### config.mk
export PLATFORM = sky130hd
export DESIGN_NAME = store_merge
export DESIGN_NICKNAME = d
export VERILOG_FILES = /design/src/source/mem_pkg.sv /design/src/source/store_merge.sv
export SDC_FILE = /design/constraint.sdc
export NUM_CORES = 1
export LEC_CHECK = 0
export ABC_AREA = 1
export BUFFER_PORTS_ARGS = -buffer_cell sky130_fd_sc_hd__buf_4
export CORE_AREA = 2 2 56 79
export DETAILED_ROUTE_END_ITERATION = 6
export DIE_AREA = 0 0 58 81
export GPL_TIMING_DRIVEN = 0
export PLACE_DENSITY = 0.77
export RECOVER_POWER = 50
export REMOVE_ABC_BUFFERS = 1
export SETUP_SLACK_MARGIN = 0.4
export SYNTH_ARGS = -nofsm -noshare
export SYNTH_HDL_FRONTEND = slang
export SYNTH_SLANG_ARGS = --single-unit
### constraint.sdc
create_clock -name vclk -period 1.35
set_input_delay 0.405 -clock vclk [all_inputs]
set_output_delay 0.405 -clock vclk [all_outputs]
set_load 0.01 [all_outputs]
### src/source/mem_pkg.sv
`default_nettype none

package mem_pkg;

    // bus widths
    localparam int ADDR_W = 32;
    localparam int DATA_W = 32;

    // banked layout, bank field sits above the word index
    localparam int BANK_SEL_W = 2;
    localparam int BANK_LSB   = 10;
    localparam int WORD_IDX_W = 8; // word index occupies address bits 9:2
    localparam int NUM_BANKS  = 1 << BANK_SEL_W;

    typedef logic [ADDR_W-1:0]     addr_t;
    typedef logic [DATA_W-1:0]     word_t;
    typedef logic [1:0]            acc_size_t;
    typedef logic [BANK_SEL_W-1:0] bank_sel_t;
    typedef logic [WORD_IDX_W-1:0] word_idx_t;
    typedef logic [NUM_BANKS-1:0]  bank_onehot_t;

    // access size codes, code 3 is handled as a full word
    localparam acc_size_t SIZE_BYTE = 2'd0;
    localparam acc_size_t SIZE_HALF = 2'd1;
    localparam acc_size_t SIZE_WORD = 2'd2;

endpackage

`default_nettype wire

### src/source/store_merge.sv
`default_nettype none

module store_merge
(
    input  wire mem_pkg::word_t       old_word,
    input  wire logic [1:0]           lane,
    input  wire mem_pkg::acc_size_t   size,
    input  wire mem_pkg::word_t       wdata,
    output mem_pkg::word_t            merge_word
);

    mem_pkg::word_t byte_word;
    mem_pkg::word_t half_word;

    // replace one byte lane, lane 0 is bits 7:0
    always_comb
    begin
        case (lane)
            2'd0:    byte_word = {old_word[31:8], wdata[7:0]};
            2'd1:    byte_word = {old_word[31:16], wdata[7:0], old_word[7:0]};
            2'd2:    byte_word = {old_word[31:24], wdata[7:0], old_word[15:0]};
            default: byte_word = {wdata[7:0], old_word[23:0]};
        endcase
    end

    // address bit 0 plays no part in a half store
    assign half_word = lane[1] ? {wdata[15:0], old_word[15:0]}
                               : {old_word[31:16], wdata[15:0]};

    always_comb
    begin
        case (size)
            mem_pkg::SIZE_BYTE: merge_word = byte_word;
            mem_pkg::SIZE_HALF: merge_word = half_word;
            mem_pkg::SIZE_WORD: merge_word = wdata;
            default:            merge_word = wdata; // code 3 acts as a word
        endcase
    end

endmodule

`default_nettype wire

# After elaboration in Yosys (flattened, before gate mapping)

Cells that the tools add are included.
W data, S select, Z words.

Flip-flop bits (word level): 0
Input bits: 68
Output and inout bits: 32
Logic and storage cells: 8

Equal/unequal tests: 3
Mux-type cells: 3
Reduce and logical (&&, ||, !) cells: 2

Operators with widths:

| kind                 | number |
|---|---|
| $pmux W32 S3         | 1 |
| $pmux W32 S2         | 1 |
| $mux W32             | 1 |
| $eq A2 B1 Y1 const B | 2 |
| $logic_not A2 Y1     | 2 |
| $eq A2 B2 Y1 const B | 1 |

# Logic depth before layout (Yosys ltp)

Gate-level depths: netlist of run 1.

Depth after elaboration: 3
Gate-level depth with buffers: 7
Gate-level depth less buffers: 6

# Worst setup path before layout of run 1

Ideal clock, no wire load.

Path type: input-to-output
Start: input lane[1]
End: output merge_word[22]
Arrival: 1.074 ns
Required time: 0.945 ns
Path slack: -0.129 ns
Cell stages on the path: 6
Buffers on the path: 2
Path through: buf_4 > buf_2 > nand2_1 > nand2_1 > a21boi_0 > nand2_1

Word-level cells in the longest chain between the ends: 3
Elaborated cells on any way between the ends: 6
Classes of those cells: 2 x eq/ne; 3 x mux; 1 x reduce/logical

RTL lines:

| what                                       | RTL line          | text |
|---|---|---|
| from (decl)                                | store_merge.sv:6  | `input wire logic [1:0] lane,` |
| $eq A2 B2 Y1, or another cell as far along | store_merge.sv:18 | `case (lane)` |
| $pmux W32 S3                               | store_merge.sv:18 |  |
| $pmux W32 S2 *                             | store_merge.sv:32 | `case (size)` |
| to (decl)                                  | store_merge.sv:9  | `output mem_pkg::word_t merge_word` |

Every way passes the cells marked *; elsewhere a longest branch is shown, timed or not.

# Final worst setup path of run 1

Start: input size[0]
End: output merge_word[5]

Word-level cells in the longest chain between the ends: 2
Elaborated cells on any way between the ends: 3
Classes of those cells: 1 x eq/ne; 1 x mux; 1 x reduce/logical

RTL lines:

| what                                                    | RTL line          | text |
|---|---|---|
| from (decl)                                             | store_merge.sv:7  | `input wire mem_pkg::acc_size_t size,` |
| $eq A2 B1 Y1 / $logic_not A2 Y1 (equally long branches) | store_merge.sv:32 |  |
| $pmux W32 S2 *                                          | store_merge.sv:32 |  |

Marks and branches as above.

==> results.cfg, run 1 <==
[run_status]
outcome = finished, violations left
violations = setup timing

[detailed_routing]
drt-pass1-iter-count = 4
post-route-drc-count = 0
met2_wirelength_mm = 4.02
route.met3.wl_um = 535
top_signal_layer_used = met4
post_route_m1_wl_mm = 2.78
detail_route.wl_per_cell_um = 15.3
drt_iter0_drc = 135
drt.antenna.violating_nets = 0
vias_post_dr = 2594
vias_per_cell = 5.28
detail_route.wirelength_mm = 7.52

[floorplanning]
area_of_the_die_sq_mm = 0.00470
die_x_um = 58
initial_core_util_pct = 38.8
boundaryPins = 100
placement_rows = 28
core_region_area_sq_mm = 0.00406
floorplan.die.height_um = 81

[job]
timing.max_cap.violations = 0

[final_layout]
ff_latch_area_sq_um = 0
layout.cells.most_common_list = nand2_1, buf_4, inv_1
final_common_cell = nand2_1
area_taken_by_multi_input_logic_gates_sq_mm = 0.00151
fin_util_pct = 74.7
layout.sequential_cells = 0
num_antenna_cells = 0
final_nets = 516
synthToLayoutAreaGrowth_pct = 92.3
final_area_sq_mm = 0.00303
filler_cell_count = 362
final_layout_size_suffix_gt1_share_pct = 40.6
clock_buffers = 0

[synth]
avgSynthCellArea_sq_um = 4.61
synth.distinct_cells = 19
syn-instance-count = 342
synth_area_sq_mm = 0.00158
synth.yosys.warnings = 0
seq_area_frac_synth_pct = 0

[worst_setup_path]
setup_cp_type = input pin to primary output
worst-path-max-fanout = 8
critPathBufInv = 3
worst-endpoint-arrival_ns = 1.20
critical_path.max_stage_delay_ns = 0.20
worst_path_dominant_cell_family = buffers and inverters
crit_chain = buf_12 > nor2_4 > clkbuf_16 > nand3_1 > nand3_1 > buf_6
kind_of_end_point_of_the_critical_path = primary output
timing.critical_path.from_type = input pin
cpMaxStageDelayCell = nor2_4
critPathRequiredTime_ns = 0.95
worst_path_most_repeated_cell = nand3_1

[pwr]
worst_ir_drop_on_vdd_mv = 0.285
clkPwrFrac_pct = 0
switching_share_pct = 48.4
power_frac_comb_pct = 100.0
cellPowerDensity_mw_per_mm2 = 369
switching_power_w = 0.000541
pwr-share-seq_pct = 0
p_int_w = 0.000577
leakagePower_nw = 1.73
report.power.total_w = 0.00112

[sta]
timing.setup.tns_ns = -6.35
finalMaxSlewViolations = 0
finalSetupViolCount = 32
max-slew-margin-rel_pct = 84.0
period_minus_slack_ns = 1.61
rsz_0062_raised_after_global_routing = yes
timing.final.crit_share_pct = 119
setup_slack_ns = -0.257
timing.final.hold_violations = 0
tightest_slew_ns = 0.240
finalHoldWorstSlack_ns = 1.10
max_freq_mhz = 622

[placed_design]
place.detailed.hpwl_mm = 3.82
gp_congestion = 0.790
placed_cell_area_sq_mm = 0.00225
place.port_buffers = 100

[global_routing]
globalRoute.totalOverflow = 0
grt_usage_pct = 30.9
grt_antenna_before_repair = 0
grt_pass1_wl_mm = 11.5
pin_count_of_the_biggest_net_entering_global_routing = 23
first_global_vias = 2524

[clock_network]
hold_buffer_count_at_cts = 0

[hold_path]
holdCritPathClass = input pin to primary output
[cell usage after synthesis, drive strengths merged]
cell | n | share of area (%)
nor2 | 3 | 1.8
a21boi | 15 | 7.1
clkbuf | 1 | 0.24
inv | 45 | 11
buf | 18 | 8.1
nand3 | 66 | 24
o21ai | 8 | 2.5
nand2 | 186 | 45
[through the flow]
stage          cells  setup WS [ns]
2_1_floorplan    323         -0.159
3_3_place_gp     468         -0.810
3_5_place_dp     468         -0.813
4_1_cts          489         -0.181
5_1_grt          491         -0.277
6_report         491         -0.257
[path summary, 6_finish.rpt]
kind | start | end | slack [ns] | cells after the start
setup / recovery | size[0] | merge_word[5] | -0.26 | 6
hold / removal | wdata[30] | merge_word[30] | 1.10 | 4
[logic make-up after synthesis]
family | count (synthesis) | synth area share [%]
AOI/OAI and AO/OA | 23 | 9.68
buffers and inverters | 64 | 19.5
and+or+nand+nor | 255 | 70.8
[layout make-up]
class	count	area share, %
timing repair buffer	116	40.5
multi-input combinational	282	49.6
timing repair inverter	3	1.03
tap	45	1.86
inverter	45	7.01
[layer usage]
layer  GRT usage [%]  vias to the layer above
met5               0                        -
met4            17.7                        0
met3            2.71                       17
met2            55.8                      130
met1            34.7                     1166
li1                -                     1281
[repair_timing]
action                                  4_1_cts  5_1_grt
resized for setup                            82       32
setup buffers                                10        0
pin swaps                                    37       10
endpoints found under the setup margin       32       32
cloned                                       11        2
[tightest hold or removal path, delay by kind of cell]
kind,cells,cell delay (ns)
and+or+nand+nor,2,0.12
buffers and inverters,2,0.17
[power by group through the flow]
stage,Combinational (W),Sequential (W),Clock [W]
finish,0.00112,0,0
global placement,0.000781,0,0
detailed placement,0.000793,0,0
global route,0.00121,0,0
CTS,0.00105,0,0
floorplan,0.000376,0,0
(Power assumes the default switching activity.)
==> run 2: changes to the inputs <==
- SETUP_SLACK_MARGIN: 0.4 -> default
==> results.cfg, run 2 (synthesized netlist as in run 1, its figures left out) <==
[placed_design]
post-place-ws_ns = -0.813
place.detailed.hpwl_mm = 3.82
placed_cell_area_sq_mm = 0.00225
place.port_buffers = 100
place_inst = 468
gp_congestion = 0.790

[global_routing]
pin_count_of_the_biggest_net_entering_global_routing = 23
first_global_vias = 2521
grt_pass1_wl_mm = 11.5
globalRoute.totalOverflow = 0
grt_antenna_before_repair = 0
grt_usage_pct = 30.9

[sta]
max-slew-margin-rel_pct = 84.1
period_minus_slack_ns = 1.61
finalSetupViolCount = 32
max_freq_mhz = 621
rsz_0062_raised_after_global_routing = yes
timing.final.crit_share_pct = 119
finalMaxSlewViolations = 0
tightest_slew_ns = 0.237
timing.final.hold_violations = 0
setup_slack_ns = -0.260

[detailed_routing]
drt-pass1-iter-count = 4
vias_per_cell = 5.25
post-route-drc-count = 0
drt_iter0_drc = 141
detail_route.wirelength_mm = 7.47
drt.antenna.violating_nets = 0
vias_post_dr = 2577
detail_route.wl_per_cell_um = 15.2

[final_layout]
ff_latch_area_sq_um = 0
final_area_sq_mm = 0.00303
num_antenna_cells = 0
final_common_cell = nand2_1
area_taken_by_multi_input_logic_gates_sq_mm = 0.00151
clock_buffers = 0
layout.cells.most_common_list = nand2_1, buf_4, inv_1
final_layout_size_suffix_gt1_share_pct = 40.6
filler_cell_count = 362
synthToLayoutAreaGrowth_pct = 92.3
final_cell_count_no_fill = 491
layout.sequential_cells = 0
final_nets = 516

[floorplanning]
placement_rows = 28
die_x_um = 58
core_region_area_sq_mm = 0.00406
area_of_the_die_sq_mm = 0.00470
boundaryPins = 100
initial_core_util_pct = 38.8
floorplan.die.height_um = 81

[job]
timing.max_cap.violations = 0

[pwr]
report.power.total_w = 0.00112
pwr-share-seq_pct = 0
switching_power_w = 0.000540
power_frac_comb_pct = 100.0
leakagePower_nw = 1.73
cellPowerDensity_mw_per_mm2 = 368
p_int_w = 0.000577
worst_ir_drop_on_vdd_mv = 0.284
switching_share_pct = 48.4
clkPwrFrac_pct = 0

[hold_path]
holdCritPathClass = input pin to primary output
worstHoldPathCells = 4
min_delay_worst_endpoint = merge_word[30]
worst_hold_startpoint = wdata[30]

[worst_setup_path]
kind_of_end_point_of_the_critical_path = primary output
worst-endpoint-arrival_ns = 1.21
worst-path-max-fanout = 8
setup_cp_type = input pin to primary output
critPathRequiredTime_ns = 0.95
timing.critical_path.from_type = input pin

[run_status]
violations = setup timing
outcome = finished, violations left
==> run 2: cell type report <==
| type | instances | area share [%] |
|---|---|---|
| repair buffers | 116 | 40.5 |
| repair inverters | 3 | 1.03 |
| multi-input cells | 282 | 49.6 |
| well taps | 45 | 1.86 |
| inverters | 45 | 7.01 |
==> run 2: worst max path at each step <==
stage / start / end / slack, ns / depth (start not counted)
2_1_floorplan: size[1] / merge_word[31] / -0.16 / 3
3_3_place_gp: lane[1] / merge_word[14] / -0.81 / 8
3_5_place_dp: lane[1] / merge_word[10] / -0.81 / 8
4_1_cts: lane[1] / merge_word[6] / -0.18 / 6
5_1_grt: size[0] / merge_word[4] / -0.28 / 6
6_report: size[0] / merge_word[0] / -0.26 / 6
==> run 2: metal layers <==
metal	track usage [%]	routed length, um
met1	34.8	2740
met3	2.55	512
met5	0	0
met4	17.7	175
met2	55.8	4040
==> run 2: worst max-delay path: stages <==
cell and delay, ns:
buf_12 0.12, nor2_4 0.20, clkbuf_16 0.20, nand3_1 0.08, nand3_1 0.09, buf_6 0.11
==> run 2: through the flow <==
step / util, % / setup TNS [ns] / hold WS, ns
CTS: 70.6 / -5.27 / 1.11
floorplan: - / -4.77 / 0.933
global placement: 55.4 / -25.09 / 1.10
detailed placement: 55.4 / -25.23 / 1.11
global route: 74.7 / -7.37 / 1.12
finish: 74.7 / -6.35 / 1.10
==> run 2: power by group through the flow <==
stage,clock network [W],registers [W],logic (W)
after floorplan,0,0,0.000376
after global placement,0,0,0.000781
after detailed placement,0,0,0.000793
after CTS,0,0,0.00105
after global routing,0,0,0.00121
final,0,0,0.00112
==> run 2: what timing repair did <==
action	CTS	global route
setup endpoints to repair	32	32
hold buffers	0	0
hold endpoints to repair	0	0
setup buffers	10	0
gates resized for setup	82	32
pin swaps	38	10
cloned	11	2
