===== src/source/mem_pkg.sv =====
`default_nettype none

package mem_pkg;

    // bus widths
    localparam int ADDR_W = 32;
    localparam int DATA_W = 32;

    // banked layout, bank field sits above the word index
    localparam int BANK_SEL_W = 2;
    localparam int BANK_LSB   = 10;
    localparam int WORD_IDX_W = 8; // word index occupies address bits 9:2
    localparam int NUM_BANKS  = 1 << BANK_SEL_W;

    typedef logic [ADDR_W-1:0]     addr_t;
    typedef logic [DATA_W-1:0]     word_t;
    typedef logic [1:0]            acc_size_t;
    typedef logic [BANK_SEL_W-1:0] bank_sel_t;
    typedef logic [WORD_IDX_W-1:0] word_idx_t;
    typedef logic [NUM_BANKS-1:0]  bank_onehot_t;

    // access size codes, code 3 is handled as a full word
    localparam acc_size_t SIZE_BYTE = 2'd0;
    localparam acc_size_t SIZE_HALF = 2'd1;
    localparam acc_size_t SIZE_WORD = 2'd2;

endpackage

`default_nettype wire


===== src/source/load_align.sv =====
`default_nettype none

module load_align
(
    input  wire mem_pkg::word_t       old_word,
    input  wire logic [1:0]           lane,
    input  wire mem_pkg::acc_size_t   size,
    input  wire logic                 zero_ext,
    output mem_pkg::word_t            rdata
);

    logic [7:0]     lane_byte;
    logic [15:0]    lane_half;
    mem_pkg::word_t byte_ext;
    mem_pkg::word_t half_ext;

    always_comb
    begin
        case (lane)
            2'd0:    lane_byte = old_word[7:0];
            2'd1:    lane_byte = old_word[15:8];
            2'd2:    lane_byte = old_word[23:16];
            default: lane_byte = old_word[31:24];
        endcase
    end

    assign lane_half = lane[1] ? old_word[31:16] : old_word[15:0];

    // zero_ext selects unsigned loads, otherwise the top bit is replicated
    assign byte_ext = zero_ext ? {24'd0, lane_byte}
                               : {{24{lane_byte[7]}}, lane_byte};
    assign half_ext = zero_ext ? {16'd0, lane_half}
                               : {{16{lane_half[15]}}, lane_half};

    always_comb
    begin
        case (size)
            mem_pkg::SIZE_BYTE: rdata = byte_ext;
            mem_pkg::SIZE_HALF: rdata = half_ext;
            mem_pkg::SIZE_WORD: rdata = old_word;
            default:            rdata = old_word;
        endcase
    end

endmodule

`default_nettype wire


===== config.mk =====
export PLATFORM = sky130hd
export DESIGN_NAME = load_align
export DESIGN_NICKNAME = d
export VERILOG_FILES = /design/src/source/mem_pkg.sv /design/src/source/load_align.sv
export SDC_FILE = /design/constraint.sdc
export NUM_CORES = 1
export LEC_CHECK = 0
export BUFFER_PORTS_ARGS = -buffer_cell sky130_fd_sc_hd__buf_4
export CORE_UTILIZATION = 42
export DETAILED_ROUTE_END_ITERATION = 7
export GPL_TIMING_DRIVEN = 1
export PLACE_DENSITY = 0.87
export RECOVER_POWER = 100
export SLEW_MARGIN = 25
export SYNTH_ARGS = -nofsm -noshare
export SYNTH_HDL_FRONTEND = slang
export SYNTH_SLANG_ARGS = --single-unit

===== constraint.sdc =====
create_clock -name vclk -period 1.9
set_clock_uncertainty 0.05 [all_clocks]
set_input_delay 0.285 -clock vclk [all_inputs]
set_output_delay 0.285 -clock vclk [all_outputs]
set_load 0.005 [all_outputs]

# --- After elaboration in Yosys (flattened, before gate mapping) ---
# Index checks and enable logic that the tools add are counted.
# W data, S select, Z words.
word_totals:
  regBits: 0
  output_inout_bits: 32
  elab_cells: 10
classes:
  eq_ne: 3
  muxes: 5
  n_reduce_logical: 2
ops:
  columns: ["cell", "count"]
  rows:
  - ["$mux W32", 2]
  - ["$pmux W32 S2", 1]
  - ["$pmux W8 S3", 1]
  - ["$mux W16", 1]
  - ["$eq A2 B1 Y1 const B", 2]
  - ["$logic_not A2 Y1", 2]
  - ["$eq A2 B2 Y1 const B", 1]

# --- Depth between registers and ports, before layout ---
# Gate-level depths: netlist (run 1).
logic_depth:
  word_depth: 4
  mapped_depth: 7
  ltp_nobuf: 3

# --- Worst setup path before layout (run 1) ---
# Ideal clock, no wire load.
synth_path:
  kind: "input-to-output"
  from: "in size[1]"
  to: "out rdata[21]"
  t_arrival_ns: 1.440
  required_ns: 1.565
  path_slack_ns: 0.125
  stages: 7
  path_cell_list: "buf_6 or2_1 buf_2 or3_1 buf_6 buf_6 o211ai_2"
synth_between:
  elab_chain_len: 2
  word_cells_on_any_way: 3
synth_lines:
  columns: ["element", "line_no", "text"]
  rows:
  - ["start, declared", "load_align.sv:7", "input wire mem_pkg::acc_size_t size,"]
  - ["$eq A2 B1 Y1 / $logic_not A2 Y1 (equally long branches)", "load_align.sv:37", "case (size)"]
  - ["$pmux W32 S2 (*)", "load_align.sv:37", null]
  - ["end, declared", "load_align.sv:9", "output mem_pkg::word_t rdata"]
# Every way passes the cells marked *; elsewhere a longest branch is shown, timed or not.

# --- Worst setup path after layout (run 1) ---
layout_path:
  from: "in size[1]"
  to: "out rdata[30]"
# The elaborated chain is that of the path after synthesis.

==> impl_results.md, run 1 <==
* Outcome: completed
* Unrepaired setup endpoints after global routing: no
* CP max-delay cell: or3_1
* Worst-margin pin slew at 0.2968 ns
* Die Ht at 46.88 um
* Tcrit/Tclk final at 96.74%
* Hold Startpoint: old_word[21]
* Io pins at 69
* Initial DRC Count at 28
* Dpl hpwl at 2.444 mm
* Drt total wl at 3.026 mm
* Die X at 46.88 um
* Seq/Total Area, Yosys at 0%
* CLK BUF at 0
* Max incr delay on CP at 0.40 ns
* Worst setup EP type: primary output
* Worst slack, placed at 0.03850 ns
* Syn Inst Count at 115
* Most frequent cell on the critical path: buf_4
* Delay-heaviest family, CP: simple AND/OR/NAND/NOR gates
* WP buf/inv at 3
* Initial antenna violation count at 0
* CP Data Required Time at 1.56 ns
* Final Cell Area at 1391 um^2
* CP Cell Sequence: buf_4, or2_1, or3_1, buf_4, o211ai_1, clkbuf_4
* Initial core utilization at 46.94%
* Total number of vias at 1179
* Max-slew violation count at 0
* Vias in the first global route at 979
* Leak at 0.6677 nW
* Startpoint Class: input pin
* Final hold vios at 0
* Setup TNS at 0 ns
* Largest net degree at the start of global routing at 26
* FMAX at 544.0 MHz
* Final WS setup at 0.06192 ns
* Mapped Nets at 152
* Hold Path Class: in -> out
* Port Buffers at 69
* Total track usage at 27.29%
* Setup violations, final at 0
* Peak VDD IR at 164.5 uV
* First-pass GRT wire length at 4.457 mm
* Met1 Track Usage GR at 36.14%
* Synth warn at 0
* Area growth syn-to-layout at 64.50%
* Fin crit period at 1.838 ns
* Routed Antenna Nets at 0
* GRT busiest layer: met2
* Total die area at 2197 um^2
* Fin Hold WS at 0.8130 ns
* Post-DP Area at 1395 um^2
* Synthesized area per cell at 7.355 um^2
* PD cells at 258.4 nW/um^2
* Site Rows at 15
* Met3 Use GR at 0.3846%
* Mapped Area at 845.8 um^2
* Core area at 1802 um^2
* Average wire per standard cell at 14.83 um
* First-pass DRT Iterations at 4
* Global routing usage on met2 at 52.22%
* Crit path kind: in -> out
* DRC Markers at 0
* Worst Setup SP: size[1]
* Crit Path Max Fanout at 6
* FF+latch area at 0 um^2
* Fraction of layout cells with a size suffix above 1 at 51.40%
* Vias/cell at 5.779
* GRT Residual Overflow at 0
* GPL Wtd Cong at 0.8007
* Unique masters post-synth at 20
* Hold Crit Endpoint: rdata[21]
* Headroom to the max-slew limit at 80.22%
* WHS Path Cells at 4
* NumNets Final at 218
* Maxcap violations at 0
* Sequential cell count at 0
* Diode count at 0
* WP data arrival at 1.50 ns
==> placed cells by master, fill, tap and decap left out <==
master / instances
buf_12: 1
a22oi_1: 9
mux2_2: 2
o211ai_1: 7
nor2b_1: 9
clkinvlp_4: 1
buf_6: 1
o22a_1: 7
a32oi_2: 1
clkbuf_1: 3
nand2_1: 25
inv_1: 1
o21ba_2: 1
buf_4: 55
o221ai_1: 8
or2_1: 1
o211ai_2: 10
nor3_1: 1
clkbuf_4: 20
or3_1: 1
mux2i_1: 15
==> area by class of cell <==
type                       count  area [um^2]
fill                         150        410.4
tap                           25        31.28
inverter                       2        11.26
multi-input combinational     97        743.2
timing repair buffer          80        605.6
==> metrics by stage <==
stage / total power, mW / instances / utilization, %
2_1_floorplan: 0.1728 / 115 / -
3_3_place_gp: 0.3566 / 204 / 77.43
3_5_place_dp: 0.3646 / 204 / 77.43
4_1_cts: 0.3655 / 204 / 77.43
5_1_grt: 0.3895 / 204 / 77.22
6_report: 0.3596 / 204 / 77.22
==> cell usage after synthesis <==
master	count	share of area [%]
mux2i_1	15	18
buf_2	4	2.4
nor3_1	1	0.59
or2_1	1	0.74
o22a_1	7	7.2
o211ai_1	7	6.2
o221ai_1	8	8.3
or3_1	1	0.74
buf_4	2	1.8
inv_1	1	0.44
o211ai_2	10	15
clkinv_1	1	0.44
o21ba_2	1	1.2
nor2b_1	9	6.7
mux2_2	2	2.7
buf_6	3	4.0
clkbuf_1	7	3.1
a22oi_1	9	8.0
a32oi_2	1	1.9
nand2_1	25	11
==> power by group <==
part	switching [mW]	total (mW)	internal, mW
Sequential	0	0	0
Combinational	0.157	0.360	0.203
Clock	0	0	0
Total	0.157	0.360	0.203
==> timing repair <==
action | in CTS | in global routing
buffers inserted | 0 | 0
endpoints found under the setup margin | 0 | 2
hold buffers | 0 | 0
gates resized for setup | 0 | 2
==> cells by family (layout without fill, tap and decap cells) <==
logic type	after synthesis	in the layout	synth area share (%)
AOI/OAI and AO/OA	43	43	47.63
and+or+nand+nor	37	37	19.82
muxes	17	17	20.41
buffers and inverters	18	82	12.13
==> worst max-delay path by stage <==
stage	endpoint	slack (ns)	cells past startpoint
6_report	rdata[30]	0.06	6
5_1_grt	rdata[30]	0.01	6
4_1_cts	rdata[20]	0.04	6
3_5_place_dp	rdata[20]	0.04	6
3_3_place_gp	rdata[20]	0.10	6
2_1_floorplan	rdata[21]	0.12	7
==> layer usage <==
metal | vias to the layer above | wire [um]
met5 | - | 0
met4 | 0 | 0
met3 | 0 | 222
met2 | 70 | 1612
met1 | 540 | 1191
li1 | 569 | -
Note: power is estimated with default switching activity, not from simulation.
==> run 2: changes to the inputs <==
--- a/config.mk
+++ b/config.mk
@@ -6,10 +6,10 @@
 export NUM_CORES = 1
 export LEC_CHECK = 0
 export BUFFER_PORTS_ARGS = -buffer_cell sky130_fd_sc_hd__buf_4
-export CORE_UTILIZATION = 42
+export CORE_UTILIZATION = 45
 export DETAILED_ROUTE_END_ITERATION = 7
 export GPL_TIMING_DRIVEN = 1
-export PLACE_DENSITY = 0.87
+export PLACE_DENSITY = 0.92
 export RECOVER_POWER = 100
 export SLEW_MARGIN = 25
 export SYNTH_ARGS = -nofsm -noshare
==> constraint.sdc (replaced) <==
create_clock -name vclk -period 2.12
set_clock_uncertainty 0.05 [all_clocks]
set_input_delay 0.318 -clock vclk [all_inputs]
set_output_delay 0.318 -clock vclk [all_outputs]
set_load 0.005 [all_outputs]
==> impl_results.md, run 2 (synthesis results as in run 1) <==
* Global routing usage on met2 at 50.43% (-1.8 points)
* Leak at 0.6329 nW (-5.2%)
* Delay-heaviest family, CP: compound AO/OA/AOI/OAI gates
* Finished Layout Cells at 201 (-1.5%)
* Initial core utilization at 48.46% (+1.5 points)
* Post-CTS Resized at 0 (unchanged)
* Die Ht at 45.36 um (-3.2%)
* PD cells at 233.4 nW/um^2 (-9.7%)
* First-pass GRT wire length at 4.505 mm (+1.1%)
* Dpl hpwl at 2.350 mm (-3.8%)
* GPL Wtd Cong at 0.8187 (+2.2%)
* Peak VDD IR at 134.3 uV (-18%)
* CP Data Required Time at 1.75 ns (+0.19 ns)
* Drt total wl at 2.922 mm (-3.4%)
* Routed Antenna Nets at 0 (unchanged)
* NumNets Final at 215 (-1.4%)
* Crit path kind: in -> out
* Die X at 45.36 um (-3.2%)
* Sequential cell count at 0 (unchanged)
* Worst-margin pin slew at 0.5889 ns (+0.2921 ns)
* WP buf/inv at 3 (unchanged)
* Port Buffers at 69 (unchanged)
* Headroom to the max-slew limit at 60.74% (-19 points)
* Commonest non-fill, non-tap cell in the layout: buf_4
* DRC Markers at 0 (unchanged)
* Overall Power at 0.3087 mW (-14%)
* Vias/cell at 5.955 (+3.0%)
* Area growth syn-to-layout at 56.36%
* Max-slew violation count at 0 (unchanged)
* Crit Path Max Fanout at 33 (+27)
* Site Rows at 15 (unchanged)
* Met1 Track Usage GR at 35.95% (-0.18 points)
* First-pass DRT Iterations at 4 (unchanged)
* Average wire per standard cell at 14.54 um (-2.0%)
* GRT Residual Overflow at 0 (unchanged)
* Placed cell count at 201 (-1.5%)
* Worst Setup SP: size[1]
* Crit path to: rdata[4]
* Setup violations, final at 0 (unchanged)
* FMAX at 510.0 MHz
* Setup TNS at 0 ns (unchanged)
* Hold Path Class: in -> out
* CP max-delay cell: o21ba_1
* Unrepaired setup endpoints after global routing: no
* Io pins at 69 (unchanged)
* CP Cell Sequence: buf_4, clkbuf_2, o21ba_1, o22a_1, clkbuf_4
* Post-CTS setup buffers at 0 (unchanged)
* Total die area at 2057 um^2 (-6.4%)
* FF+latch area at 0 um^2 (unchanged)
* Initial DRC Count at 30 (+7.1%)
* WP data arrival at 1.59 ns (+0.09 ns)
* Total number of vias at 1197 (+1.5%)
* Maxcap violations at 0 (unchanged)
* Hold_buf cts at 0 (unchanged)
* Tcrit/Tclk final at 92.50%
* Total track usage at 28.23% (+0.94 points)
* Fill count at 142 (-5.3%)
* Initial antenna violation count at 0 (unchanged)
* CLK BUF at 0 (unchanged)
* Stages on the worst setup path at 5 (-1)
* Fin crit period at 1.961 ns
* Core area at 1745 um^2 (-3.1%)
* Startpoint Class: input pin
* Met3 Use GR at 4.000% (+3.6 points)
* Vias in the first global route at 1024 (+4.6%)
* Diode count at 0 (unchanged)
* Largest net degree at the start of global routing at 34 (+31%)
* Commonest non-fill, non-tap cells in the layout: buf_4, nand2_1, clkbuf_4
* Max incr delay on CP at 0.48 ns (+0.08 ns)
* Worst setup EP type: primary output
* Final hold vios at 0 (unchanged)
* GRT busiest layer: met2
* Fraction of layout cells with a size suffix above 1 at 46.02% (-5.4 points)
* Outcome: completed
run 2: final cells by class:
| class | instances | area, um^2 | share of cell area [%] |
|---|---|---|---|
| multi-input cells | 97 | 695.7 | 52.60 |
| inverters | 2 | 7.507 | 0.5676 |
| repair buffers | 77 | 588.1 | 44.47 |
| well taps | 25 | 31.28 | 2.365 |
run 2: tightest hold or removal path, cell delays in order:
cell and delay, ns:
buf_4 0.07, o22a_1 0.12, buf_4 0.10
run 2: power by group:
group | switching [mW] | internal, mW
combinational | 0.133 | 0.176
clock | 0 | 0
sequential | 0 | 0
total | 0.133 | 0.176
run 2: through the flow:
stage | utilization (%) | instance area (um^2) | setup WS, ns | hold slack (ns)
floorplan | - | 845.8 | 0.2788 | 0.6855
global placement | 78.64 | 1373 | 0.2734 | 0.8780
detailed placement | 78.64 | 1373 | 0.2246 | 0.8858
CTS | 78.64 | 1373 | 0.2201 | 0.8860
global route | 75.77 | 1323 | 0.07217 | 0.9009
finish | 75.77 | 1323 | 0.1591 | 0.8841
run 2: how the worst min path moves through the flow:
stage / startpoint / end / slack, ns / cells after the start
6_report: old_word[6] / rdata[6] / 0.88 / 3
5_1_grt: old_word[6] / rdata[6] / 0.90 / 3
4_1_cts: old_word[6] / rdata[6] / 0.89 / 3
3_5_place_dp: old_word[6] / rdata[6] / 0.89 / 3
3_3_place_gp: old_word[21] / rdata[21] / 0.88 / 4
2_1_floorplan: old_word[21] / rdata[21] / 0.69 / 2
run 2: per-layer routing:
metal  wire length (um)  up-vias  share of wire, %
li1                   -      567                 -
met1               1094      560                37
met2               1566       70                54
met3                260        0               8.9
met4                  0        0                 0
met5                  0        -                 0
==> run 3: changes to the inputs <==
--- a/config.mk
+++ b/config.mk
@@ -5,11 +5,13 @@
 export SDC_FILE = /design/constraint.sdc
 export NUM_CORES = 1
 export LEC_CHECK = 0
+export ABC_AREA = 1
 export BUFFER_PORTS_ARGS = -buffer_cell sky130_fd_sc_hd__buf_4
 export CORE_UTILIZATION = 45
 export DETAILED_ROUTE_END_ITERATION = 7
 export GPL_TIMING_DRIVEN = 1
-export PLACE_DENSITY = 0.92
+export MAX_ROUTING_LAYER = met4
+export PLACE_DENSITY = 0.91
 export RECOVER_POWER = 100
 export SLEW_MARGIN = 25
 export SYNTH_ARGS = -nofsm -noshare
==> constraint.sdc (replaced) <==
create_clock -name vclk -period 2.12
set_clock_uncertainty 0.05 [all_clocks]
set_input_delay 0.212 -clock vclk [all_inputs]
set_output_delay 0.212 -clock vclk [all_outputs]
set_load 0.005 [all_outputs]
==> impl_results.md, run 3 <==
* Unrepaired setup endpoints after global routing: no
* Fill count at 180 (+27%)
* Final hold vios at 0 (unchanged)
* Finished Layout Cells at 242 (+20%)
* PD cells at 235.3 nW/um^2 (+0.81%)
* Total die area at 2133 um^2 (+3.7%)
* Delay-heaviest family, CP: compound AO/OA/AOI/OAI gates
* Max-slew violation count at 0 (unchanged)
* Routed Antenna Nets at 0 (unchanged)
* Hold Startpoint: old_word[30]
* Vias/cell at 5.244 (-12%)
* Die X at 46.18 um (+1.8%)
* Area growth syn-to-layout at 42.45%
* Peak VDD IR at 131.2 uV (-2.3%)
* Setup violations, final at 0 (unchanged)
* WP data arrival at 1.53 ns (-0.06 ns)
* Final WS setup at 0.3253 ns (+0.1662 ns)
* Diode count at 0 (unchanged)
* Synth warn at 0 (unchanged)
* Synth Area in Compound Gates at 12.82% (-35 points)
* Fin crit period at 1.795 ns (-0.1662 ns)
* Post-CTS setup buffers at 0 (unchanged)
* Largest net degree at the start of global routing at 36 (+5.9%)
* Synth Area in Adders at 0% (unchanged)
* Max incr delay on CP at 0.71 ns (+0.23 ns)
* Maxcap violations at 0 (unchanged)
* Post-Synth XOR/XNOR Area at 0% (unchanged)
* GRT Residual Overflow at 0 (unchanged)
* Mapped Nets at 194 (+28%)
* Worst slack, placed at 0.4466 ns (+0.2220 ns)
* Hold_buf cts at 0 (unchanged)
* Fin Hold WS at 0.6729 ns (-0.2113 ns)
* FF+latch area at 0 um^2 (unchanged)
* Initial DRC Count at 48 (+60%)
* CP max-delay cell: o21ai_0
* Mux cell area share after synthesis at 0% (-20 points)
* CP Data Required Time at 1.86 ns (+0.11 ns)
* Leak at 0.7803 nW (+23%)
* Synth area leader: nand2_1
* Post-Synth Simple-Gate Area at 69.80% (+50 points)
* Core area at 1783 um^2 (+2.2%)
* CP Cell Sequence: buf_4, inv_1, o21ai_0, o211ai_1, clkbuf_4
* Total track usage at 29.71% (+1.5 points)
* First-pass DRT Iterations at 4 (unchanged)
* Most instantiated cells after synthesis: nand2_1, nand3_2, inv_1, a21oi_1, o211ai_1
* Worst Setup SP: lane[0]
* First-pass GRT wire length at 4.719 mm (+4.8%)
* Dominant cell by count in the synthesized netlist: nand2_1
* Average wire per standard cell at 12.79 um (-12%)
* CLK BUF at 0 (unchanged)
* Total number of vias at 1269 (+6.0%)
* Commonest non-fill, non-tap cells in the layout: nand2_1, buf_4, nand3_1
* Synth area leaders: nand2_1, nand3_2, o211ai_1
* Io pins at 69 (unchanged)
* Seq/Total Area, Yosys at 0% (unchanged)
* Post-CTS Resized at 0 (unchanged)
* Setup TNS at 0 ns (unchanged)
* Drt total wl at 3.094 mm (+5.9%)
* Dominant combinational cell family by area after synthesis: simple AND/OR/NAND/NOR gates
* Placed cell count at 242 (+20%)
* Startpoint Class: input pin
* WP buf/inv at 3 (unchanged)
* Fraction of layout cells with a size suffix above 1 at 37.79% (-8.2 points)
* Dpl hpwl at 2.396 mm (+1.9%)
* Hold Path Class: in -> out
* GPL Wtd Cong at 0.9137 (+12%)
* Headroom to the max-slew limit at 38.82% (-22 points)
* Die Ht at 46.18 um (+1.8%)
* Crit Path Max Fanout at 7 (-79%)
* Mapped Area at 878.3 um^2 (+3.8%)
* Top-area cell type share of the netlist area at 34.62% (+17 points)
* FMAX at 557.2 MHz (+9.3%)
* NumNets Final at 256 (+19%)
* Syn Inst Count at 157 (+37%)
* Unique masters post-synth at 20 (unchanged)
* Vias in the first global route at 1189 (+16%)
* Port Buffers at 69 (unchanged)
* Crit path kind: in -> out
* Initial antenna violation count at 0 (unchanged)
* Commonest non-fill, non-tap cell in the layout: nand2_1
* DRC Markers at 0 (unchanged)
* Worst-margin pin slew at 0.9081 ns (+0.3192 ns)
* Site Rows at 15 (unchanged)
* Worst setup EP type: primary output
* Synthesized area per cell at 5.595 um^2 (-24%)
* Sequential cell count at 0 (unchanged)
* Outcome: completed
* Tcrit/Tclk final at 84.66% (-7.8 points)
* Initial core utilization at 49.26% (+0.80 points)
==> run 3: changes by cell type after synthesis, moves of 8 or more <==
cell and change:
nand2_1 +56, o221ai_1 -8, nand3_2 +21, nor2b_1 -9, o211ai_2 -10, inv_1 +11, mux2i_1 -15, a22oi_1 -9
==> run 3: path summary, 6_finish.rpt <==
path,cells past startpoint,end
setup / recovery,5,rdata[3]
hold / removal,4,rdata[30]
==> run 3: cell type report <==
cell class,count,area (um^2),area share (%)
multi-input combinational,132,635.6,50.80
inverter,15,58.81,4.700
timing repair buffer,70,525.5,42.00
tap,25,31.28,2.500
==> run 3: per-layer routing <==
layer / GRT usage [%] / vias to the layer above / wire (um)
met5: - / - / 0
met4: 11.18 / 0 / 19
met3: 2.353 / 2 / 165
met2: 58.87 / 70 / 1740
met1: 29.20 / 571 / 1168
li1: - / 626 / -
==> run 3: logic make-up after synthesis <==
family	count (synthesis)
compound gates	17
buf+inv	25
simple gates	115
==> run 3: power by group <==
group / switching, mW / internal [mW] / total, mW / leakage, nW
sequential: 0 / 0 / 0 / 0
combinational: 0.140 / 0.155 / 0.294 / 0.780
clock: 0 / 0 / 0 / 0
==> run 3: stage by stage <==
stage	util, %	instance area (um^2)	total power, mW
finish	70.18	1251	0.2944
global route	70.18	1251	0.3224
CTS	75.23	1341	0.3093
detailed placement	75.23	1341	0.3086
global placement	75.23	1341	0.3001
floorplan	-	878.3	0.1509
